--- config.mk ---
export PLATFORM = sky130hd
export DESIGN_NAME = shader_alu_top
export DESIGN_NICKNAME = d
export VERILOG_FILES = /design/src/rtl/shader_pkg.sv /design/src/rtl/shader_alu_top.sv /design/src/rtl/fpint_unit.sv /design/src/rtl/fpint_lane.sv /design/src/rtl/fpint_decode.sv
export SDC_FILE = /design/constraint.sdc
export NUM_CORES = 2
export LEC_CHECK = 0
export ABC_AREA = 1
export BUFFER_PORTS_ARGS = -buffer_cell sky130_fd_sc_hd__buf_2
export CAP_MARGIN = 20
export CORE_MARGIN = 2
export CORE_UTILIZATION = 46
export DETAILED_ROUTE_END_ITERATION = 12
export GPL_TIMING_DRIVEN = 0
export HOLD_SLACK_MARGIN = 0.05
export PLACE_DENSITY = 0.66
export SETUP_SLACK_MARGIN = 0.02
export SLEW_MARGIN = 40
export SYNTH_ARGS = -nofsm -noshare
export SYNTH_HDL_FRONTEND = slang
export SYNTH_SLANG_ARGS = --single-unit
export TNS_END_PERCENT = 20
--- constraint.sdc ---
create_clock -name clk -period 12.5 [get_ports clk]
set_input_delay 1.875 -clock clk [delete_from_list [all_inputs] [get_ports clk]]
set_output_delay 1.875 -clock clk [all_outputs]
set_load 0.005 [all_outputs]
--- src/rtl/shader_pkg.sv ---
package shader_pkg;

	// one lane operand or result.
	typedef logic [31:0] word;

	// operation codes seen by the decoder.
	typedef enum logic [2:0] {
		OP_ADD  = 3'd0,
		OP_SUB  = 3'd1,
		OP_MIN  = 3'd2,
		OP_MAX  = 3'd3,
		OP_ABS  = 3'd4,
		OP_ITOF = 3'd5
	} alu_op;

	// register stages between operands and q.
	localparam int FPINT_STAGES = 4;

endpackage
--- src/rtl/shader_alu_top.sv ---
`timescale 1ns/10ps

module shader_alu_top
#(
	parameter int LANES = 4
)
(
	input  logic              clk,
	                          rst_n,

	input  shader_pkg::word   a[LANES],
	                          b[LANES],
	input  shader_pkg::alu_op op,
	input  logic              in_valid,

	output logic              out_valid,
	output shader_pkg::word   q[LANES]
);

	logic negate_b;
	logic zero_b;
	logic minmax_enable;
	logic minmax_max;
	logic abs_enable;
	logic addsub_bypass;
	logic itof_enable;

	fpint_decode decode
	(
		.op(op),
		.negate_b(negate_b),
		.zero_b(zero_b),
		.minmax_enable(minmax_enable),
		.minmax_max(minmax_max),
		.abs_enable(abs_enable),
		.addsub_bypass(addsub_bypass),
		.itof_enable(itof_enable)
	);

	fpint_unit
	#(
		.LANES(LANES)
	) unit
	(
		.clk(clk),
		.rst_n(rst_n),
		.a(a),
		.b(b),
		.in_valid(in_valid),
		.negate_b(negate_b),
		.zero_b(zero_b),
		.minmax_enable(minmax_enable),
		.minmax_max(minmax_max),
		.abs_enable(abs_enable),
		.addsub_bypass(addsub_bypass),
		.itof_enable(itof_enable),
		.out_valid(out_valid),
		.q(q)
	);

endmodule

--- src/rtl/fpint_unit.sv ---
`timescale 1ns/10ps

module fpint_unit
#(
	parameter int LANES = 4
)
(
	input  logic            clk,
	                        rst_n,

	input  shader_pkg::word a[LANES],
	                        b[LANES],
	input  logic            in_valid,
	                        negate_b,
	                        zero_b,
	                        minmax_enable,
	                        minmax_max,
	                        abs_enable,
	                        addsub_bypass,
	                        itof_enable,

	output logic            out_valid,
	output shader_pkg::word q[LANES]
);

	import shader_pkg::*;

	logic [FPINT_STAGES-1:0] valid_pipe;

	// flag copies, named after the stage that reads them.
	logic minmax_enable_2;
	logic minmax_max_2;
	logic abs_enable_2;
	logic addsub_bypass_2;
	logic addsub_bypass_3;
	logic itof_enable_2;
	logic itof_enable_3;
	logic itof_enable_4;

	always_ff @(posedge clk) begin
		minmax_enable_2 <= minmax_enable;
		minmax_max_2 <= minmax_max;
		abs_enable_2 <= abs_enable;

		addsub_bypass_2 <= addsub_bypass;
		addsub_bypass_3 <= addsub_bypass_2;

		itof_enable_2 <= itof_enable;
		itof_enable_3 <= itof_enable_2;
		itof_enable_4 <= itof_enable_3;
	end

	// one valid bit per stage register.
	always_ff @(posedge clk or negedge rst_n) begin
		if (!rst_n)
			valid_pipe <= '0;
		else
			valid_pipe <= {valid_pipe[FPINT_STAGES-2:0], in_valid};
	end

	assign out_valid = valid_pipe[FPINT_STAGES-1];

	genvar lane;
	generate
		for (lane = 0; lane < LANES; ++lane) begin: lanes
			fpint_lane unit
			(
				.clk(clk),
				.a(a[lane]),
				.b(b[lane]),
				.negate_b_1(negate_b),
				.zero_b_1(zero_b),
				.minmax_enable_2(minmax_enable_2),
				.minmax_max_2(minmax_max_2),
				.abs_enable_2(abs_enable_2),
				.addsub_bypass_3(addsub_bypass_3),
				.itof_enable_4(itof_enable_4),
				.q(q[lane])
			);
		end
	endgenerate

endmodule

--- src/rtl/fpint_lane.sv ---
`timescale 1ns/10ps

module fpint_lane
(
	input  logic            clk,

	input  shader_pkg::word a,
	                        b,

	input  logic            negate_b_1,
	                        zero_b_1,
	                        minmax_enable_2,
	                        minmax_max_2,
	                        abs_enable_2,
	                        addsub_bypass_3,
	                        itof_enable_4,

	output shader_pkg::word q
);

	import shader_pkg::*;

	// first operand after stage 1 and 2, result after stage 3 and 4.
	word stage_q[1:FPINT_STAGES];

	word b_1;
	word b_2;
	logic carry_1;
	logic carry_2;
	logic sign_2;
	logic sign_3;
	logic [5:0] clz_3;

	logic a_lt_b;
	word smaller;
	word larger;
	word magnitude;
	word sum;
	word result;
	logic [5:0] lz_count;
	word normalized;
	logic [7:0] exponent;
	word encoded;

	// leading zeros, 32 for a zero word.
	function automatic logic [5:0] count_lz(input word value);
		logic [5:0] count;
		logic found;

		count = 6'd0;
		found = 1'b0;
		for (int i = 31; i >= 0; --i) begin
			if (!found) begin
				if (value[i])
					found = 1'b1;
				else
					count = count + 6'd1;
			end
		end

		return count;
	endfunction

	// stage 2 inputs.
	assign a_lt_b = $signed(stage_q[1]) < $signed(b_1);
	assign smaller = a_lt_b ? stage_q[1] : b_1;
	assign larger = a_lt_b ? b_1 : stage_q[1];

	// most negative value wraps back onto itself.
	assign magnitude = stage_q[1][31] ? ~stage_q[1] + 32'd1 : stage_q[1];

	// stage 3 inputs.
	assign sum = stage_q[2] + b_2 + {31'd0, carry_2};
	assign result = addsub_bypass_3 ? stage_q[2] : sum;
	assign lz_count = count_lz(result);

	// stage 4 inputs.
	assign normalized = stage_q[3] << clz_3;
	assign exponent = 8'd158 - {2'b00, clz_3};

	// leading one is implicit, low bits truncated.
	assign encoded = stage_q[3] == '0 ? '0 : {sign_3, exponent, normalized[30:8]};

	always_ff @(posedge clk) begin
		// stage 1.
		stage_q[1] <= a;
		carry_1 <= negate_b_1;
		if (zero_b_1)
			b_1 <= '0;
		else if (negate_b_1)
			b_1 <= ~b;
		else
			b_1 <= b;

		// stage 2.
		sign_2 <= stage_q[1][31];
		carry_2 <= carry_1;
		if (minmax_enable_2) begin
			stage_q[2] <= minmax_max_2 ? larger : smaller;
			b_2 <= '0;
		end else if (abs_enable_2) begin
			stage_q[2] <= magnitude;
			b_2 <= b_1;
		end else begin
			stage_q[2] <= stage_q[1];
			b_2 <= b_1;
		end

		// stage 3.
		stage_q[3] <= result;
		clz_3 <= lz_count;
		sign_3 <= sign_2;

		// stage 4.
		stage_q[4] <= itof_enable_4 ? encoded : stage_q[3];
	end

	assign q = stage_q[FPINT_STAGES];

endmodule

--- src/rtl/fpint_decode.sv ---
`timescale 1ns/10ps

module fpint_decode
(
	input  shader_pkg::alu_op op,

	output logic              negate_b,
	                          zero_b,
	                          minmax_enable,
	                          minmax_max,
	                          abs_enable,
	                          addsub_bypass,
	                          itof_enable
);

	import shader_pkg::*;

	always_comb begin
		negate_b = 1'b0;
		zero_b = 1'b0;
		minmax_enable = 1'b0;
		minmax_max = 1'b0;
		abs_enable = 1'b0;
		addsub_bypass = 1'b0;
		itof_enable = 1'b0;

		case (op)
			OP_ADD: begin
			end

			// b inverted, carry in of one.
			OP_SUB:
				negate_b = 1'b1;

			OP_MIN: begin
				minmax_enable = 1'b1;
				addsub_bypass = 1'b1;
			end

			OP_MAX: begin
				minmax_enable = 1'b1;
				minmax_max = 1'b1;
				addsub_bypass = 1'b1;
			end

			OP_ABS: begin
				zero_b = 1'b1;
				abs_enable = 1'b1;
				addsub_bypass = 1'b1;
			end

			// magnitude first, then normalize and encode.
			OP_ITOF: begin
				zero_b = 1'b1;
				abs_enable = 1'b1;
				addsub_bypass = 1'b1;
				itof_enable = 1'b1;
			end

			default: begin
			end
		endcase
	end

endmodule

After elaboration in Yosys (flattened, before gate mapping)
Memory sizes are Yosys's and may differ from the RTL's.
Cells that the tools add are included.

storage, ports and cells
  register bits after elaboration = 302
  memory bits (writable) = 512
  bits of input ports = 262
  output and inout port bits = 129
  word-level logic and storage cells = 761
  memories = 4

operators by class
  $add $sub $neg = 140
  magnitude comparators = 4
  equality and inequality tests = 5
  shift-type cells = 4
  multiplexer cells = 550
  bitwise operators = 16
  reduce and logical (&&, ||, !) cells = 7

memories
  name                        words  width  rd ports  clocked after Yosys merged registers in  wr ports  RTL line          RTL
  unit.lanes[0].unit.stage_q  4      32     4         0                                        4         fpint_lane.sv:24  word stage_q[1:FPINT_STAGES];
  unit.lanes[1].unit.stage_q  4      32     4         0                                        4         fpint_lane.sv:24
  unit.lanes[2].unit.stage_q  4      32     4         0                                        4         fpint_lane.sv:24
  unit.lanes[3].unit.stage_q  4      32     4         0                                        4         fpint_lane.sv:24

operator list
  kind                                             count
  2-to-1 mux 6 bit                                 248
  2-to-1 mux 32 bit                                40
  adder 6 x 1 -> 6 bit, second input constant      124
  2-to-1 mux 1 bit                                 262
  NOT 32 bit                                       8
  adder 32 x 1 -> 32 bit                           4
  adder 32 x 1 -> 32 bit, second input constant    4
  adder 32 bit                                     4
  logical NOT 32 bit                               4
  < comparator 32 bit                              4
  left shift 32 x 6 -> 31 bit                      4
  subtractor 8 x 6 -> 8 bit, first input constant  4
  OR 1 bit                                         8
  == test 3 x 2 -> 1 bit, second input constant    2
  == test 3 bit, second input constant             2
  OR reduction 2 bit                               2
  OR reduction 4 bit                               1
  == test 3 x 1 -> 1 bit, second input constant    1

Logic depth before layout (Yosys ltp)
An unclocked memory read counts as a cell.

  depth in word-level cells = 98
  depth in mapped cells = 110
  mapped depth without buffers = 110

Hierarchy
Synthesis repeated with hierarchy kept, for this count alone.

second synthesis, totals
  cells, all modules = 9590
  area, all modules = 62603.8 um^2

by module, submodules not included
  module                               times used  cells an instance  area each (um^2)  seq. area each (um^2)
  fpint_lane (unit.lanes[0].unit ...)  2           2408               15622.5           4364.2
  fpint_lane (unit.lanes[1].unit)      1           2406               15613.7           4364.2
  fpint_lane (unit.lanes[3].unit)      1           2342               15412.3           4364.2
  fpint_unit                           1           12                 260.2             260.2
  fpint_decode                         1           14                 72.6              0.0

Worst setup path before layout
Ideal clock, no wire load.

  path kind = reg-to-reg
  from = register unit.lanes[2].unit.carry_2 (netlist name)
  to = register unit.lanes[1].unit.clz_3[4]
  library setup time = 0.109 ns
  arrival time = 13.453 ns
  required time = 12.391 ns
  slack = -1.062 ns
  stages on the path, launching flop included = 102
  buffers on the path = 0
  cell sequence = dfxtp_1 > fa_1 > fa_1 > nand2_2 > a21oi_2 > a21boi_2 > o21ai_2 > nand2_2 > nand3_1 > nand3_1 > nand2_1 > a21oi_1 > ha_1 > nor2_1 > nor2_1 > ha_1 > nand3_1 > nand2_1 > [66 not listed] > inv_1 > ha_1 > o21ai_0 > inv_1 > ha_1 > nand2_1 > nand2_1 > ha_1 > or2_0 > nand2_1 > inv_1 > ha_1 > nor3b_1 > nand4_1 > inv_1 > nand2_1 > nand2_1 > inv_1

RTL lines
  what                  RTL line           RTL
  to (signal assigned)  fpint_lane.sv:111  clz_3 <= lz_count;
  to (decl)             fpint_lane.sv:32   logic [5:0] clz_3;

==> out/results.md <==
| Stage | Result | Reported |
|---|---|---|
| global routing | Global-route wire length before repair | 339,300 um |
| sta | Final critical-path setup slack | -0.9891 ns |
| power and ir drop | Max rail drop VDD | 0.1245 mV |
| route | Drc violations | 2 |
| clocking | Clock buffers created by TritonCTS | 90 |
| synthesis | Most common flop cell mapped by yosys | sky130_fd_sc_hd__dfxtp_1 |
| die | Ports | 391 |
| synthesis | Fraction of synthesized cell area taken by the top area cell type | 0.2243 |
| clocking | TritonCTS clock tree | done |
| sta | Setup skew after layout | 0.02860 ns |
| sta | Final critical-path share of the clock period | 1.079 |
| route | Remaining antenna violation count after routing | 0 |
| global routing | Total routing resource utilization after global routing | 0.3230 |
| cells and area | Share of the core filled with cells | 0.5444 |
| power and ir drop | Switching power share of the total | 0.4133 |
| route | Count of TritonRoute iterations in the first routing pass | 11 |
| worst setup path | Classification of the worst setup path | flip-flop to flip-flop |
| worst setup path | Maximum fanout along the worst path | 5 |
| power and ir drop | Part of the power in the clock network | 0.263 |
| worst setup path | Worst R2R Path Depth | 102 |
| worst setup path | Critical-path cell with the highest stage delay | sky130_fd_sc_hd__fa_2 |
| placed design | Routability-driven placement congestion ratio | 1.031 |
| status | Violated checks | design-rule violations, negative setup slack |
| route | Detail-routed net length per standard cell | 18.96 um |
| die | Placement row count | 133 |
| worst hold path | Hold/Removal Path Class | flip-flop to flip-flop |
| worst setup path | Crit path launch | unit.lanes[2].unit.carry_2 |
| status | Run status | finished, violations left |
| synthesis | Library cells used by synthesis | 83 |
| sta | Final hold violation count | 0 |
| sta | Final number of max-transition violations | 0 |
| sta | Post-Route Setup TNS | -12.87 ns |
| power and ir drop | Static Leakage | 36.79 nW |
| synthesis | Number of instances in the synthesized netlist | 9,372 |
| synthesis | Cell Area, Synth | 60,870 um^2 |
| global routing | Sum of overflow across all layers after global routing | 0 |
| synthesis | Synth Area per Inst | 6.495 um^2 |
| sta | RSZ-0062 raised after global routing | yes |
| cells and area | Fill cell count | 13.16k |
| clocking | Worst-Skew Late Latency | 0.72 ns |
| worst setup path | Type of element capturing the critical path | flip-flop |
| sta | Fmax | 0.07413 GHz |
| worst setup path | Crit path arrival time | 14.09 ns |
| clocking | Clock Root Buffer | sky130_fd_sc_hd__clkbuf_16 |
| power and ir drop | Total power of the final layout | 0.01064 W |
| flow run | Max Cap Violations | 0 |
| placed design | Instance area at placement | 65,720 um^2 |
| route | Detailed Route Iter0 Violations | 6,668 |
| worst hold path | Cell depth of the worst min-delay path | 0 |
| die | Die boundary width | 367.8 um |
| worst setup path | Cell type with the highest occurrence count on the critical path | sky130_fd_sc_hd__nand2_1 |
| clocking | H-tree depth | 3 |
| worst setup path | Worst setup SP type | flip-flop |
| worst setup path | RR Startpoint | unit.lanes[2].unit.carry_2 |
| placed design | Port bufs | 390 |
| power and ir drop | Sw power | 0.004397 W |
| synthesis | Ranking of synthesized cells by area | sky130_fd_sc_hd__dfxtp_1 22%, sky130_fd_sc_hd__nand2_1 14%, sky130_fd_sc_hd__inv_1 8.6%, sky130_fd_sc_hd__ha_1 7.5%, sky130_fd_sc_hd__o21ai_0 7.4% |
| die | DIE HEIGHT | 367.8 um |
| worst setup path | WP data required | 13.10 ns |
| sta | Actual slew at the worst max-slew pin | 0.9466 ns |
| synthesis | Cell type contributing the most total cell area after synthesis | sky130_fd_sc_hd__dfxtp_1 |
| route | Routed via count | 64.17k |
| die | Core area | 131,500 um^2 |
| clocking | TritonCTS Sinks | 814 |
| placed design | DPL Wire Length | 184,500 um |
| die | Floorplan die area | 135,300 um^2 |
| clocking | Clock-pin slew of the registers on the worst-case setup and hold paths | 0.06 ns |
| global routing | Number of global-route vias before repair | 58.56k |
| synthesis | Warnings, synthesis | 0 |
| die | Effective utilization at floorplan | 0.4630 |
| global routing | Initial antenna violation count | 9 |
| synthesis | Number of synthesized flops with an enable pin | 128 |
| cells and area | Syn-to-layout area delta | 17.57% |
| worst setup path | Worst path max stage delay | 0.44 ns |
| cells and area | Final instance area | 71,570 um^2 |
| sta | Final-report setup violation count | 20 |
| cells and area | Layout net count | 10.80k |
| synthesis | Post-synth ARST share | 0.004914 |
| route | Avg Vias per Cell | 5.347 |
| power and ir drop | Internal Pwr Total | 0.006242 W |
| sta | Worst slew margin relative to its limit | 0.3623 |
| worst hold path | Hold path start | unit.lanes[0].unit.sign_2 |
| power and ir drop | Combinational Power Share | 0.427 |
| cells and area | Share of final-layout standard cells stronger than drive strength 1 | 0.1563 |
| global routing | Maximum number of pins on one net before global-route repair | 15 |
| clocking | Maximum count of clock buffers along a single path | 3 |
| power and ir drop | Portion of total power attributed to sequential cells | 0.311 |
| synthesis | Register bit count reported by yosys | 814 |
| power and ir drop | Power Density | 148.6 nW/um^2 |
| route | Aggregate routed wire length | 227,500 um |
| sta | Final Critical Period | 13.49 ns |
| synthesis | Sequential cell area fraction in the yosys report | 0.2891 |
## metal layers
layer	vias up	track usage	wire [um]
met3	414	0.05367	20250
met1	29110	0.4525	102200
met2	2764	0.4952	96130
li1	31880	-	-
met4	2	0.1232	8915
met5	-	0	13
## state kept, by name, indices dropped and copies added (netlist names), 4 cells and up
register,cells
unit.lanes.unit.b_1,128
unit.lanes.unit.sign_2,4
unit.valid_pipe,4
unit.lanes.unit.clz_3,24
unit.lanes.unit.sign_3,4
unit.lanes.unit.b_2,128
unit.lanes.unit.stage_q,512
## cells by family after synthesis
kind of cell	count (synthesis)	synth area share
AOI/OAI and AO/OA	1768	0.1585
xor gates and xnor gates	97	0.01396
adders and majority gates	372	0.07745
buffers and inverters	1902	0.1312
DFF	814	0.2891
muxes	70	0.01151
other	1	0.00006160
and+or+nand+nor	4348	0.3182
## timing repair
| action | CTS | global route |
|---|---|---|
| hold buffers | 0 | 0 |
| setup buffers | 150 | 36 |
| setup endpoints to repair | 20 | 20 |
| gates resized for setup | 146 | 185 |
| pin swaps | 119 | 139 |
## synthesized netlist by cell type (70+ instances only)
cell,instances
sky130_fd_sc_hd__nand3_1,702
sky130_fd_sc_hd__o21ai_0,901
sky130_fd_sc_hd__edfxtp_1,128
sky130_fd_sc_hd__buf_4,129
sky130_fd_sc_hd__nor3_1,97
sky130_fd_sc_hd__or2_2,79
sky130_fd_sc_hd__nand4_1,94
sky130_fd_sc_hd__clkbuf_1,222
sky130_fd_sc_hd__dfxtp_1,682
sky130_fd_sc_hd__inv_1,1399
sky130_fd_sc_hd__ha_1,364
sky130_fd_sc_hd__nor2_1,751
sky130_fd_sc_hd__a21oi_1,466
sky130_fd_sc_hd__o22ai_1,163
sky130_fd_sc_hd__nand2_1,2314
sky130_fd_sc_hd__mux2i_1,70
## worst max-delay path, delay by kind of cell (launching register included)
family                   cells  cell delay (ns)
AO/OA/AOI/OAI               11             1.23
adder cells (fa/ha/maj)     19             5.05
AND/OR/NAND/NOR             57             5.91
flip-flops                   1             0.42
buffers and inverters       15             0.75
## worst paths after layout
path | to | slack, ns
min | unit.lanes[0].unit.sign_3 | 0.33
max | unit.lanes[1].unit.clz_3[4] | -0.99
min in group asynchronous | unit.valid_pipe[3] | 0.96
min reg2reg | unit.lanes[0].unit.sign_3 | 0.33
max reg2reg | unit.lanes[1].unit.clz_3[4] | -0.99
max in group asynchronous | unit.valid_pipe[0] | 11.43
## cells in the final DEF, fill, tap and decap left out, types with 63 or more instances in the layout
cell / n
sky130_fd_sc_hd__nand2_1: 2230
sky130_fd_sc_hd__inv_1: 1385
sky130_fd_sc_hd__o21ai_0: 841
sky130_fd_sc_hd__nor2_1: 728
sky130_fd_sc_hd__dfxtp_1: 680
sky130_fd_sc_hd__nand3_1: 653
sky130_fd_sc_hd__a21oi_1: 454
sky130_fd_sc_hd__buf_2: 392
sky130_fd_sc_hd__ha_1: 321
sky130_fd_sc_hd__buf_4: 310
sky130_fd_sc_hd__clkbuf_1: 205
sky130_fd_sc_hd__o22ai_1: 161
sky130_fd_sc_hd__edfxtp_1: 128
sky130_fd_sc_hd__conb_1: 128
sky130_fd_sc_hd__nand2_2: 114
sky130_fd_sc_hd__clkbuf_16: 98
sky130_fd_sc_hd__nor3_1: 95
sky130_fd_sc_hd__nand4_1: 94
sky130_fd_sc_hd__or2_2: 70
sky130_fd_sc_hd__xor2_1: 68
sky130_fd_sc_hd__mux2i_1: 68
sky130_fd_sc_hd__o21ai_1: 65
sky130_fd_sc_hd__inv_2: 63
## metrics by stage
step	cells	setup slack (ns)	hold WS (ns)
after detailed placement	11650	-2.021	0.3186
final	12000	-0.9891	0.3285
after global placement	11640	-1.671	0.3114
after CTS	11960	-0.8139	0.3307
after global routing	11990	-1.847	0.3317
after floorplan	9499	-0.009484	0.3095
## cell type report
class	count	area (um^2)	area share
inverter	1504	5791	0.08091
timing repair buffer	577	3403	0.04755
buffer	398	2272	0.03175
clock inverter	35	397.9	0.005559
antenna	7	17.52	0.0002448
tap	1755	2196	0.03068
multi-input combinational	6783	37180	0.5195
clock buffer	128	2705	0.03780
sequential	814	17600	0.2460
## power by group through the flow
stage | clock [W] | combinational, W | sequential, W
2_1_floorplan | 0 | 0.00284 | 0.00322
3_3_place_gp | 0 | 0.00406 | 0.00334
3_5_place_dp | 0 | 0.00410 | 0.00335
4_1_cts | 0.00284 | 0.00428 | 0.00329
5_1_grt | 0.00294 | 0.00502 | 0.00333
6_report | 0.00280 | 0.00454 | 0.00330
(Power assumes the default switching activity.)
